File: config.mk
export PLATFORM = sky130hd
export DESIGN_NAME = memory_arbiter_flat
export DESIGN_NICKNAME = d
export VERILOG_FILES = /design/src/verilog/caches_pkg.sv /design/src/verilog/arbiter_caches_if.sv /design/src/verilog/scratchpad_if.sv /design/src/verilog/memory_arbiter.sv /design/src/flat_wrapper.sv
export VERILOG_INCLUDE_DIRS = /design/src /design/src/verilog
export SDC_FILE = /design/constraint.sdc
export NUM_CORES = 1
export LEC_CHECK = 0
export ABC_AREA = 1
export BUFFER_PORTS_ARGS = -buffer_cell sky130_fd_sc_hd__buf_2
export CAP_MARGIN = 10
export CORE_AREA = 2 2 183 185
export CTS_CLUSTER_DIAMETER = 120
export CTS_CLUSTER_SIZE = 40
export DETAILED_ROUTE_END_ITERATION = 7
export DIE_AREA = 0 0 185 187
export MAX_ROUTING_LAYER = met4
export PLACE_DENSITY = 0.52
export SKIP_CTS_REPAIR_TIMING = 1
export SLEW_MARGIN = 25
export SYNTH_ARGS = -nofsm -noshare
export SYNTH_HDL_FRONTEND = slang
export SYNTH_SLANG_ARGS = --single-unit
File: constraint.sdc
create_clock -name CLK -period 9.05 [get_ports CLK]
set_input_delay 1.81 -clock CLK [delete_from_list [all_inputs] [get_ports CLK]]
set_output_delay 1.81 -clock CLK [all_outputs]
set_load 0.01 [all_outputs]
File: src/verilog/caches_macros.svh
`ifndef CACHES_MACROS_SVH
`define CACHES_MACROS_SVH

// ************************************************************
// Memory system sizes
// ************************************************************

// Width of one RAM word and of each half of a scratchpad row.
`define WORD_W 32

// Word address bits of the 1024-word RAM array.
`define RAM_ADDR_BITS 10

// Busy cycles before the access cycle of every RAM transfer.
`define RAM_LATENCY 2

// ************************************************************
// Scratchpad transfer geometry
// ************************************************************

`define SP_ROWS 4          // Rows fetched by one scratchpad load.
`define SP_ROW_STRIDE 8    // Bytes from one row to the next.
`define SP_WORD_STRIDE 4   // Bytes from low word to high word.

`endif

File: src/verilog/caches_pkg.sv
`include "caches_macros.svh"

package caches_pkg;

  // ************************************************************
  // Data and address types
  // ************************************************************

  typedef logic [`WORD_W-1:0] word_t;      // One RAM word.
  typedef logic [2*`WORD_W-1:0] dword_t;   // One scratchpad row.
  typedef logic [31:0] addr_t;             // Byte address.

  // Index of a row within one scratchpad load.
  typedef logic [$clog2(`SP_ROWS)-1:0] row_t;

  // Counts the busy cycles of one RAM access.
  typedef logic [$clog2(`RAM_LATENCY+1)-1:0] lat_t;

  // ************************************************************
  // State encodings
  // ************************************************************

  typedef enum logic [1:0] {
    FREE,
    BUSY,
    ACCESS
  } ramstate_t;

  typedef enum logic [2:0] {
    IDLE,
    SP_LOAD1,   // Low word of the current row.
    SP_LOAD2,   // High word of the current row.
    SP_STORE1,
    SP_STORE2
  } arbiter_state_t;

endpackage

File: src/verilog/arbiter_caches_if.sv
`timescale 1ns/1ps

interface arbiter_caches_if import caches_pkg::*; ();

  // Data cache request.
  logic dREN;
  logic dWEN;
  addr_t daddr;
  word_t dstore;
  logic dwait;
  word_t dload;
  logic load_done;
  logic store_done;

  // Instruction cache request.
  logic iREN;
  addr_t iaddr;
  logic iwait;
  word_t iload;

  // RAM bus.
  logic ramREN;
  logic ramWEN;
  addr_t ramaddr;
  word_t ramstore;
  word_t ramload;
  ramstate_t ramstate;

  modport cc (
    input dREN, dWEN, daddr, dstore,
    input iREN, iaddr,
    input ramload, ramstate,
    output dwait, dload, load_done, store_done,
    output iwait, iload,
    output ramREN, ramWEN, ramaddr, ramstore
  );

  modport ram (
    input ramREN, ramWEN, ramaddr, ramstore,
    output ramload, ramstate
  );

endinterface

File: src/verilog/scratchpad_if.sv
`timescale 1ns/1ps

interface scratchpad_if import caches_pkg::*; ();

  // Load side of the scratchpad engine.
  logic sLoad;
  addr_t load_addr;
  dword_t load_data;
  row_t sLoad_row;
  logic sLoad_hit;

  // Store side of the scratchpad engine.
  logic sStore;
  addr_t store_addr;
  dword_t store_data;
  logic sStore_hit;

  modport arbiter (
    input sLoad, load_addr,
    input sStore, store_addr, store_data,
    output load_data, sLoad_row, sLoad_hit,
    output sStore_hit
  );

endinterface

File: src/verilog/memory_arbiter.sv
`timescale 1ns/1ps
`include "caches_macros.svh"

module memory_arbiter import caches_pkg::*; (
  input logic CLK,
  input logic nRST,
  arbiter_caches_if.cc acif,
  scratchpad_if.arbiter spif
);

  arbiter_state_t state, next_state;
  row_t row, next_row;

  dword_t load_data_q;
  row_t load_row_q;
  logic load_hit_q;

  logic ram_ready;
  logic sp_req;
  logic low_done;
  logic row_done;
  addr_t row_base;

  assign ram_ready = (acif.ramstate == ACCESS);
  assign sp_req = spif.sLoad || spif.sStore;

  // Word addresses of the row being fetched.
  assign row_base = spif.load_addr + addr_t'(row) * addr_t'(`SP_ROW_STRIDE);

  assign low_done = (state == SP_LOAD1) && spif.sLoad && ram_ready;
  assign row_done = (state == SP_LOAD2) && spif.sLoad && ram_ready;

  // ************************************************************
  // State register and row counter
  // ************************************************************

  always_ff @(posedge CLK, negedge nRST) begin
    if (!nRST) begin
      state <= IDLE;
      row <= '0;
    end
    else begin
      state <= next_state;
      row <= next_row;
    end
  end

  always_comb begin
    next_state = state;
    next_row = row;
    case (state)
      IDLE: begin
        if (spif.sLoad) begin
          next_state = SP_LOAD1;
          next_row = '0;
        end
        else if (spif.sStore) begin
          next_state = SP_STORE1;
        end
      end
      SP_LOAD1: begin
        if (!spif.sLoad) begin
          next_state = IDLE;   // Load abandoned.
        end
        else if (ram_ready) begin
          next_state = SP_LOAD2;
        end
      end
      SP_LOAD2: begin
        if (!spif.sLoad) begin
          next_state = IDLE;
        end
        else if (ram_ready) begin
          if (row == row_t'(`SP_ROWS-1)) begin
            next_state = IDLE;
            next_row = '0;
          end
          else begin
            next_state = SP_LOAD1;
            next_row = row + row_t'(1);
          end
        end
      end
      SP_STORE1: begin
        if (!spif.sStore) begin
          next_state = IDLE;
        end
        else if (ram_ready) begin
          next_state = SP_STORE2;
        end
      end
      SP_STORE2: begin
        if (!spif.sStore || ram_ready) begin
          next_state = IDLE;
        end
      end
      default: begin
        next_state = IDLE;
      end
    endcase
  end

  // ************************************************************
  // Scratchpad row assembly
  // ************************************************************

  always_ff @(posedge CLK, negedge nRST) begin
    if (!nRST) begin
      load_data_q <= '0;
      load_row_q <= '0;
      load_hit_q <= 1'b0;
    end
    else begin
      load_hit_q <= row_done;   // One pulse per finished row.
      if (low_done) begin
        load_data_q[`WORD_W-1:0] <= acif.ramload;
      end
      if (row_done) begin
        load_data_q[2*`WORD_W-1:`WORD_W] <= acif.ramload;
        load_row_q <= row;
      end
    end
  end

  assign spif.load_data = load_data_q;
  assign spif.sLoad_row = load_row_q;
  assign spif.sLoad_hit = load_hit_q;

  // ************************************************************
  // RAM bus steering
  // ************************************************************

  always_comb begin
    acif.ramREN = 1'b0;
    acif.ramWEN = 1'b0;
    acif.ramaddr = '0;
    acif.ramstore = '0;
    acif.dwait = 1'b1;
    acif.dload = '0;
    acif.iwait = 1'b1;
    acif.iload = '0;
    acif.load_done = 1'b0;
    acif.store_done = 1'b0;
    spif.sStore_hit = 1'b0;
    case (state)
      IDLE: begin
        // A pending scratchpad request leaves the bus quiet for one cycle.
        if (!sp_req) begin
          if (acif.dREN || acif.dWEN) begin
            acif.ramWEN = acif.dWEN;
            acif.ramREN = acif.dREN && !acif.dWEN;
            acif.ramaddr = acif.daddr;
            acif.ramstore = acif.dstore;
            if (ram_ready) begin
              acif.dwait = 1'b0;
              acif.store_done = acif.dWEN;
              acif.load_done = !acif.dWEN;
              acif.dload = acif.dWEN ? '0 : acif.ramload;
            end
          end
          else if (acif.iREN) begin
            acif.ramREN = 1'b1;
            acif.ramaddr = acif.iaddr;
            if (ram_ready) begin
              acif.iwait = 1'b0;
              acif.iload = acif.ramload;
            end
          end
        end
      end
      SP_LOAD1: begin
        acif.ramREN = spif.sLoad;
        acif.ramaddr = row_base;
      end
      SP_LOAD2: begin
        acif.ramREN = spif.sLoad;
        acif.ramaddr = row_base + addr_t'(`SP_WORD_STRIDE);
      end
      SP_STORE1: begin
        acif.ramWEN = spif.sStore;
        acif.ramaddr = spif.store_addr;
        acif.ramstore = spif.store_data[`WORD_W-1:0];
      end
      SP_STORE2: begin
        acif.ramWEN = spif.sStore;
        acif.ramaddr = spif.store_addr + addr_t'(`SP_WORD_STRIDE);
        acif.ramstore = spif.store_data[2*`WORD_W-1:`WORD_W];
        spif.sStore_hit = spif.sStore && ram_ready;
      end
      default: begin
        acif.ramREN = 1'b0;
      end
    endcase
  end

endmodule

File: src/flat_wrapper.sv
// flat-port wrapper written by rule: the top's interface ports become plain ports
module memory_arbiter_flat import caches_pkg::*;
  (CLK, nRST, acif_dREN, acif_dWEN, acif_daddr, acif_dstore, acif_iREN, acif_iaddr, acif_ramload, acif_ramstate, acif_dwait, acif_dload, acif_load_done, acif_store_done, acif_iwait, acif_iload, acif_ramREN, acif_ramWEN, acif_ramaddr, acif_ramstore, spif_sLoad, spif_load_addr, spif_sStore, spif_store_addr, spif_store_data, spif_load_data, spif_sLoad_row, spif_sLoad_hit, spif_sStore_hit);
  arbiter_caches_if acif_i ();
  scratchpad_if spif_i ();
  input logic CLK;
  input logic nRST;
  input wire logic [$bits(acif_i.dREN)-1:0] acif_dREN;
  input wire logic [$bits(acif_i.dWEN)-1:0] acif_dWEN;
  input wire logic [$bits(acif_i.daddr)-1:0] acif_daddr;
  input wire logic [$bits(acif_i.dstore)-1:0] acif_dstore;
  input wire logic [$bits(acif_i.iREN)-1:0] acif_iREN;
  input wire logic [$bits(acif_i.iaddr)-1:0] acif_iaddr;
  input wire logic [$bits(acif_i.ramload)-1:0] acif_ramload;
  input wire logic [$bits(acif_i.ramstate)-1:0] acif_ramstate;
  output wire logic [$bits(acif_i.dwait)-1:0] acif_dwait;
  output wire logic [$bits(acif_i.dload)-1:0] acif_dload;
  output wire logic [$bits(acif_i.load_done)-1:0] acif_load_done;
  output wire logic [$bits(acif_i.store_done)-1:0] acif_store_done;
  output wire logic [$bits(acif_i.iwait)-1:0] acif_iwait;
  output wire logic [$bits(acif_i.iload)-1:0] acif_iload;
  output wire logic [$bits(acif_i.ramREN)-1:0] acif_ramREN;
  output wire logic [$bits(acif_i.ramWEN)-1:0] acif_ramWEN;
  output wire logic [$bits(acif_i.ramaddr)-1:0] acif_ramaddr;
  output wire logic [$bits(acif_i.ramstore)-1:0] acif_ramstore;
  input wire logic [$bits(spif_i.sLoad)-1:0] spif_sLoad;
  input wire logic [$bits(spif_i.load_addr)-1:0] spif_load_addr;
  input wire logic [$bits(spif_i.sStore)-1:0] spif_sStore;
  input wire logic [$bits(spif_i.store_addr)-1:0] spif_store_addr;
  input wire logic [$bits(spif_i.store_data)-1:0] spif_store_data;
  output wire logic [$bits(spif_i.load_data)-1:0] spif_load_data;
  output wire logic [$bits(spif_i.sLoad_row)-1:0] spif_sLoad_row;
  output wire logic [$bits(spif_i.sLoad_hit)-1:0] spif_sLoad_hit;
  output wire logic [$bits(spif_i.sStore_hit)-1:0] spif_sStore_hit;
  assign acif_i.dREN = acif_dREN;
  assign acif_i.dWEN = acif_dWEN;
  assign acif_i.daddr = acif_daddr;
  assign acif_i.dstore = acif_dstore;
  assign acif_i.iREN = acif_iREN;
  assign acif_i.iaddr = acif_iaddr;
  assign acif_i.ramload = acif_ramload;
  assign acif_i.ramstate = acif_ramstate;
  assign acif_dwait = acif_i.dwait;
  assign acif_dload = acif_i.dload;
  assign acif_load_done = acif_i.load_done;
  assign acif_store_done = acif_i.store_done;
  assign acif_iwait = acif_i.iwait;
  assign acif_iload = acif_i.iload;
  assign acif_ramREN = acif_i.ramREN;
  assign acif_ramWEN = acif_i.ramWEN;
  assign acif_ramaddr = acif_i.ramaddr;
  assign acif_ramstore = acif_i.ramstore;
  assign spif_i.sLoad = spif_sLoad;
  assign spif_i.load_addr = spif_load_addr;
  assign spif_i.sStore = spif_sStore;
  assign spif_i.store_addr = spif_store_addr;
  assign spif_i.store_data = spif_store_data;
  assign spif_load_data = spif_i.load_data;
  assign spif_sLoad_row = spif_i.sLoad_row;
  assign spif_sLoad_hit = spif_i.sLoad_hit;
  assign spif_sStore_hit = spif_i.sStore_hit;
  memory_arbiter u_core (.CLK(CLK), .nRST(nRST), .acif(acif_i), .spif(spif_i));
endmodule
# --- After elaboration in Yosys (flattened, before gate mapping) ---
# Cells that the tools add are included.
# Widths: inputs -> output; s select.
classes:
  bitwise: 0
  shifts: 0
  n_div: 0
  n_mux: 57
  multipliers: 0
  eq_ne: 14
  reduce_logical: 17
  n_lt_le_gt_ge: 0
  addsub: 4
op_table:
  columns: ["cell", "count"]
  rows:
  - ["$mux 32", 15]
  - ["$pmux 32 s5", 1]
  - ["$pmux 32 s3", 1]
  - ["$add 32x3->32 const B", 2]
  - ["$add 32x5->32", 1]
  - ["$mux 3", 9]
  - ["$mux 1", 23]
  - ["$pmux 3 s5", 1]
  - ["$ne 3x2->1 const B", 3]
  - ["$mux 2", 4]
  - ["$eq 3x2->1 const B", 2]
  - ["$logic_and 1x1->1", 6]
  - ["$reduce_and 5->1", 1]
  - ["$eq 2x2->1 const B", 2]
  - ["$ne 2x1->1 const B", 2]
  - ["$ne 2x2->1 const B", 2]
  - ["$pmux 1 s2", 2]
  - ["$pmux 2 s2", 1]
  - ["$reduce_and 4->1", 1]
  - ["$reduce_or 2->1", 2]
  - ["$eq 3x1->1 const B", 1]
  - ["$eq 3x3->1 const B", 1]
  - ["$logic_not 3->1", 1]
  - ["$logic_or 1x1->1", 3]
  - ["other kinds (4)", 5]
word_totals:
  wordCells: 98
  out_inout_bits: 202
  register_bits: 72
  latch_bits: 0
  mem_count: 0
  rom_bits: 0
  inputBits: 265
  ram_bits: 0

# --- Logic depth before layout (Yosys ltp) ---
logic_depth:
  depth_word: 6
  depth_mapped: 19

# --- Worst setup path after synthesis ---
# Ideal clock, no wire load.
synth_path:
  path_kind: "input -> output"
  startpoint: "input spif_load_addr[3]"
  endpoint: "output acif_ramaddr[27]"
  slack_ps: 3400
  path_buffers: 0
  t_arrival_ps: 3840
  required_time_ps: 7240
  stages: 17
  cell_sequence: "ha_1 fa_1 nand2_4 inv_2 nor2_1 nand2_1 nand2_1 nand4_1 nor2_2 nand3_2 nor2_4 nand2_2 nor2_2 nand3_1 nand2_1 nand2_1 nand2_1"
synth_via:
  elab_chain_cells: 3
synth_lines:
  columns: ["item", "line_no", "source"]
  rows:
  - ["start, declared", "flat_wrapper.sv:27", "input wire logic [$bits(spif_i.load_addr)-1:0] spif_load_addr;"]
  - ["$add 32x5->32 *", "memory_arbiter.sv:28", "assign row_base = spif.load_addr + addr_t'(row) * addr_t'(`SP_ROW_STRIDE);"]
  - ["$add 32x3->32", "memory_arbiter.sv:177", "acif.ramaddr = row_base + addr_t'(`SP_WORD_STRIDE);"]
  - ["$pmux 32 s5 *", "memory_arbiter.sv:145", "case (state)"]
  - ["end, declared", "flat_wrapper.sv:24", "output wire logic [$bits(acif_i.ramaddr)-1:0] acif_ramaddr;"]
# Every way passes the cells marked *; elsewhere a longest branch is shown, timed or not.

# --- Worst setup path in the final report ---
layout_path:
  startpoint: "input spif_load_addr[3]"
  endpoint: "output acif_ramaddr[29]"
# The elaborated chain is that of the path after synthesis.

==> flow_summary.ini <==
[clock_network]
root_buffer = clkbuf_16
clock_latency_ns = 0.34
htreeDepth = 3
cts_tree = built
cts_buffers = 9
clk_pin_slew_ns = 0.05
clkSinkCount = 72
cts_buffer_depth = 2

[setup_path]
critPathArrivalTime_ns = 4.57
cp-start-kind = input pin
end_kind = output pin
critical_path_class = in2out
required_ns = 7.24
path_max_fanout = 9

[grt]
grt_max_degree = 73
antenna_found_initial = 8
grt-ovfl-total = 0
grt_pass1_wl_um = 55710
grt.total_usage = 0.2190
grt_pass1_vias = 9560

[synth]
ys_seq_area_frac = 0.2521
ys_ff_latch = 72
synth_area_leader_cell = dfrtp_1
synth_fp_nets = 1501
synth_top_area_share = 0.2521
syn_inst = 1231
ys_types = 44
synth_area_leaders = dfrtp_1, nand2_1, nand3_1, nor2_1, o21ai_0
yosysWarnings = 0
syn_avg_cell_area_um2 = 5.807
syn_area_um2 = 7148

[sta]
fin_skew_ns = 0.007174
min_period_over_period = 0.7055
worstMarginPinSlew_ns = 0.9514
drv_slew = 0
finalHoldViolCount = 0
setup_viol = 0
finalCriticalPeriod_ns = 6.385
rsz0062_at_grt = no
fmax_mhz = 156.6
final.setup.tns_ns = 0
relSlewSlack = 0.3642

[pwr]
peakVddDrop_v = 0.0001362
switchingPower_mw = 1.051
clockPowerShare = 0.149
p_comb_frac = 0.599
p_int_mw = 1.100
p_seq_frac = 0.252
total_power_mw = 2.151
power_density_nw_per_um2 = 210.4
p_leak_nw = 5.772
p_sw_frac = 0.4886

[final_layout]
drive_above_1_share = 0.3399
final_nets = 1937
fin_cells = 2128
syn_to_final_growth_pct = 43.03

[detailed_routing]
drt_iter0_drc = 524
routedWlPerCell_um = 17.75
avgViaCountPerCell = 4.516
vias = 9611
finalWirelength_um = 37780
drc = 0
ant_nets = 0
first_pass_iters = 5

[die]
dieArea_um2 = 34600
die_x_um = 185
io_pins = 467
num_rows = 67
die_h_um = 187
core_um2 = 32860
start_util = 0.2175

[placed_design]
dp_cells = 2104
globalplace.congestion = 0.9263
dpl.hpwl_um = 31120
port_buffers = 466

[job]
maxCapViolCount = 0

[worst_hold_path]
hp-class = reg2reg

[status]
status = finished, final reports clean
-- worst paths after layout --
kind,start,to,slack (ns),cells past startpoint
min,u_core.spif.load_data[8]$_DFFE_PN0P_,u_core.spif.load_data[8]$_DFFE_PN0P_,0.48,2
max in group asynchronous,nRST,u_core.spif.load_data[23]$_DFFE_PN0P_,6.98,2
max,spif_load_addr[3],acif_ramaddr[29],2.67,19
min reg2reg,u_core.spif.load_data[8]$_DFFE_PN0P_,u_core.spif.load_data[8]$_DFFE_PN0P_,0.48,2
min in group asynchronous,nRST,u_core.spif.load_data[42]$_DFFE_PN0P_,1.58,2
max reg2reg,u_core.state[2]$_DFFE_PN0P_,u_core.row[1]$_DFFE_PN0P_,6.09,9
-- cell families after synthesis --
logic type	share of synthesized area
adder cells (fa/ha/maj)	0.009803
AO/OA/AOI/OAI	0.1309
buffers and inverters	0.09435
flip-flops	0.2521
AND/OR/NAND/NOR	0.4982
XOR/XNOR	0.01470
-- metrics by stage --
| step | instance area [um2] | hold WS (ns) | util | worst slack, ns |
|---|---|---|---|---|
| after detailed placement | 9932 | 0.4705 | 0.3022 | 2.344 |
| after CTS | 10190 | 0.4848 | 0.3102 | 2.346 |
| after global placement | 9905 | 0.4617 | 0.3014 | 2.456 |
| after global routing | 10220 | 0.5039 | 0.3110 | 2.401 |
| final | 10220 | 0.4761 | 0.3111 | 2.665 |
| after floorplan | 7148 | 0.5187 | - | 3.400 |
-- metal layers --
layer | part of all wire | track usage | routed length, um
met2 | 0.50 | 0.3820 | 18740
met1 | 0.41 | 0.2519 | 15520
met5 | 0 | - | 0
met4 | 0.026 | 0.06563 | 969
met3 | 0.068 | 0.04342 | 2550
-- cell usage after synthesis (all sizes together) --
cell type,n
nor2,172
or2,8
a22o,3
o2111ai,7
fa,1
a221o,1
clkbuf,31
o21ai,97
o22ai,1
o21bai,6
xnor2,4
nand4,11
nand2,479
a32o,6
nor4,1
a22oi,6
nand3,134
xor2,8
ha,4
nand3b,2
and2,1
nor3,8
inv,123
buf,18
a211oi,1
a311o,1
dfrtp,72
o211ai,5
a21oi,10
a221oi,10
-- critical path, stage by stage --
cell and delay, ns:
buf_2 0.10, ha_1 0.22, fa_1 0.45, nand2_4 0.16, nor2_8 0.06, nand3_1 0.12, nand2_1 0.06, nand2_1 0.19
nand2_1 0.09, nand2_1 0.24, nand2_1 0.11, nor2_1 0.24, nand3_2 0.16, nor2_1 0.11, nand2_1 0.05, nand2_1 0.08
nand2_1 0.07, nand2_1 0.12, buf_2 0.14
-- flip-flops by register name (all words and copies together), names as in the netlist --
name and flops:
u_core.spif.load_data 64, u_core.state 3, u_core.row 2, u_core.spif.sLoad_row 2
u_core.spif.sLoad_hit 1
-- cells in the final DEF, fill, tap and decap left out, types with 10 or more instances in the layout --
cell type,n
a221oi_1,10
nor2_2,12
inv_1,110
nand4_1,11
o21ai_0,92
nor2_4,11
a21oi_1,10
nand2_2,20
dfrtp_1,72
buf_2,466
nor2_1,147
nand3_1,130
inv_2,11
nand2_1,454
-- power groups by stage --
stage | registers [mW] | clock network, mW | logic [mW]
final | 0.543 | 0.320 | 1.29
after global routing | 0.563 | 0.346 | 1.42
after CTS | 0.545 | 0.330 | 1.31
after detailed placement | 0.546 | 0 | 1.31
after global placement | 0.545 | 0 | 1.30
after floorplan | 0.600 | 0 | 0.627
-- cell type report --
cell class,count,area (um2)
flip-flops and latches,72,1802
repair buffers,474,2416
well taps,448,560.5
multi-input cells,987,4698
clock buffers,9,225.2
inverters,123,462.9
clock inverters,6,36.28
fillers,3812,22640
diodes,9,22.52
Note: power is estimated with default switching activity, not from simulation.
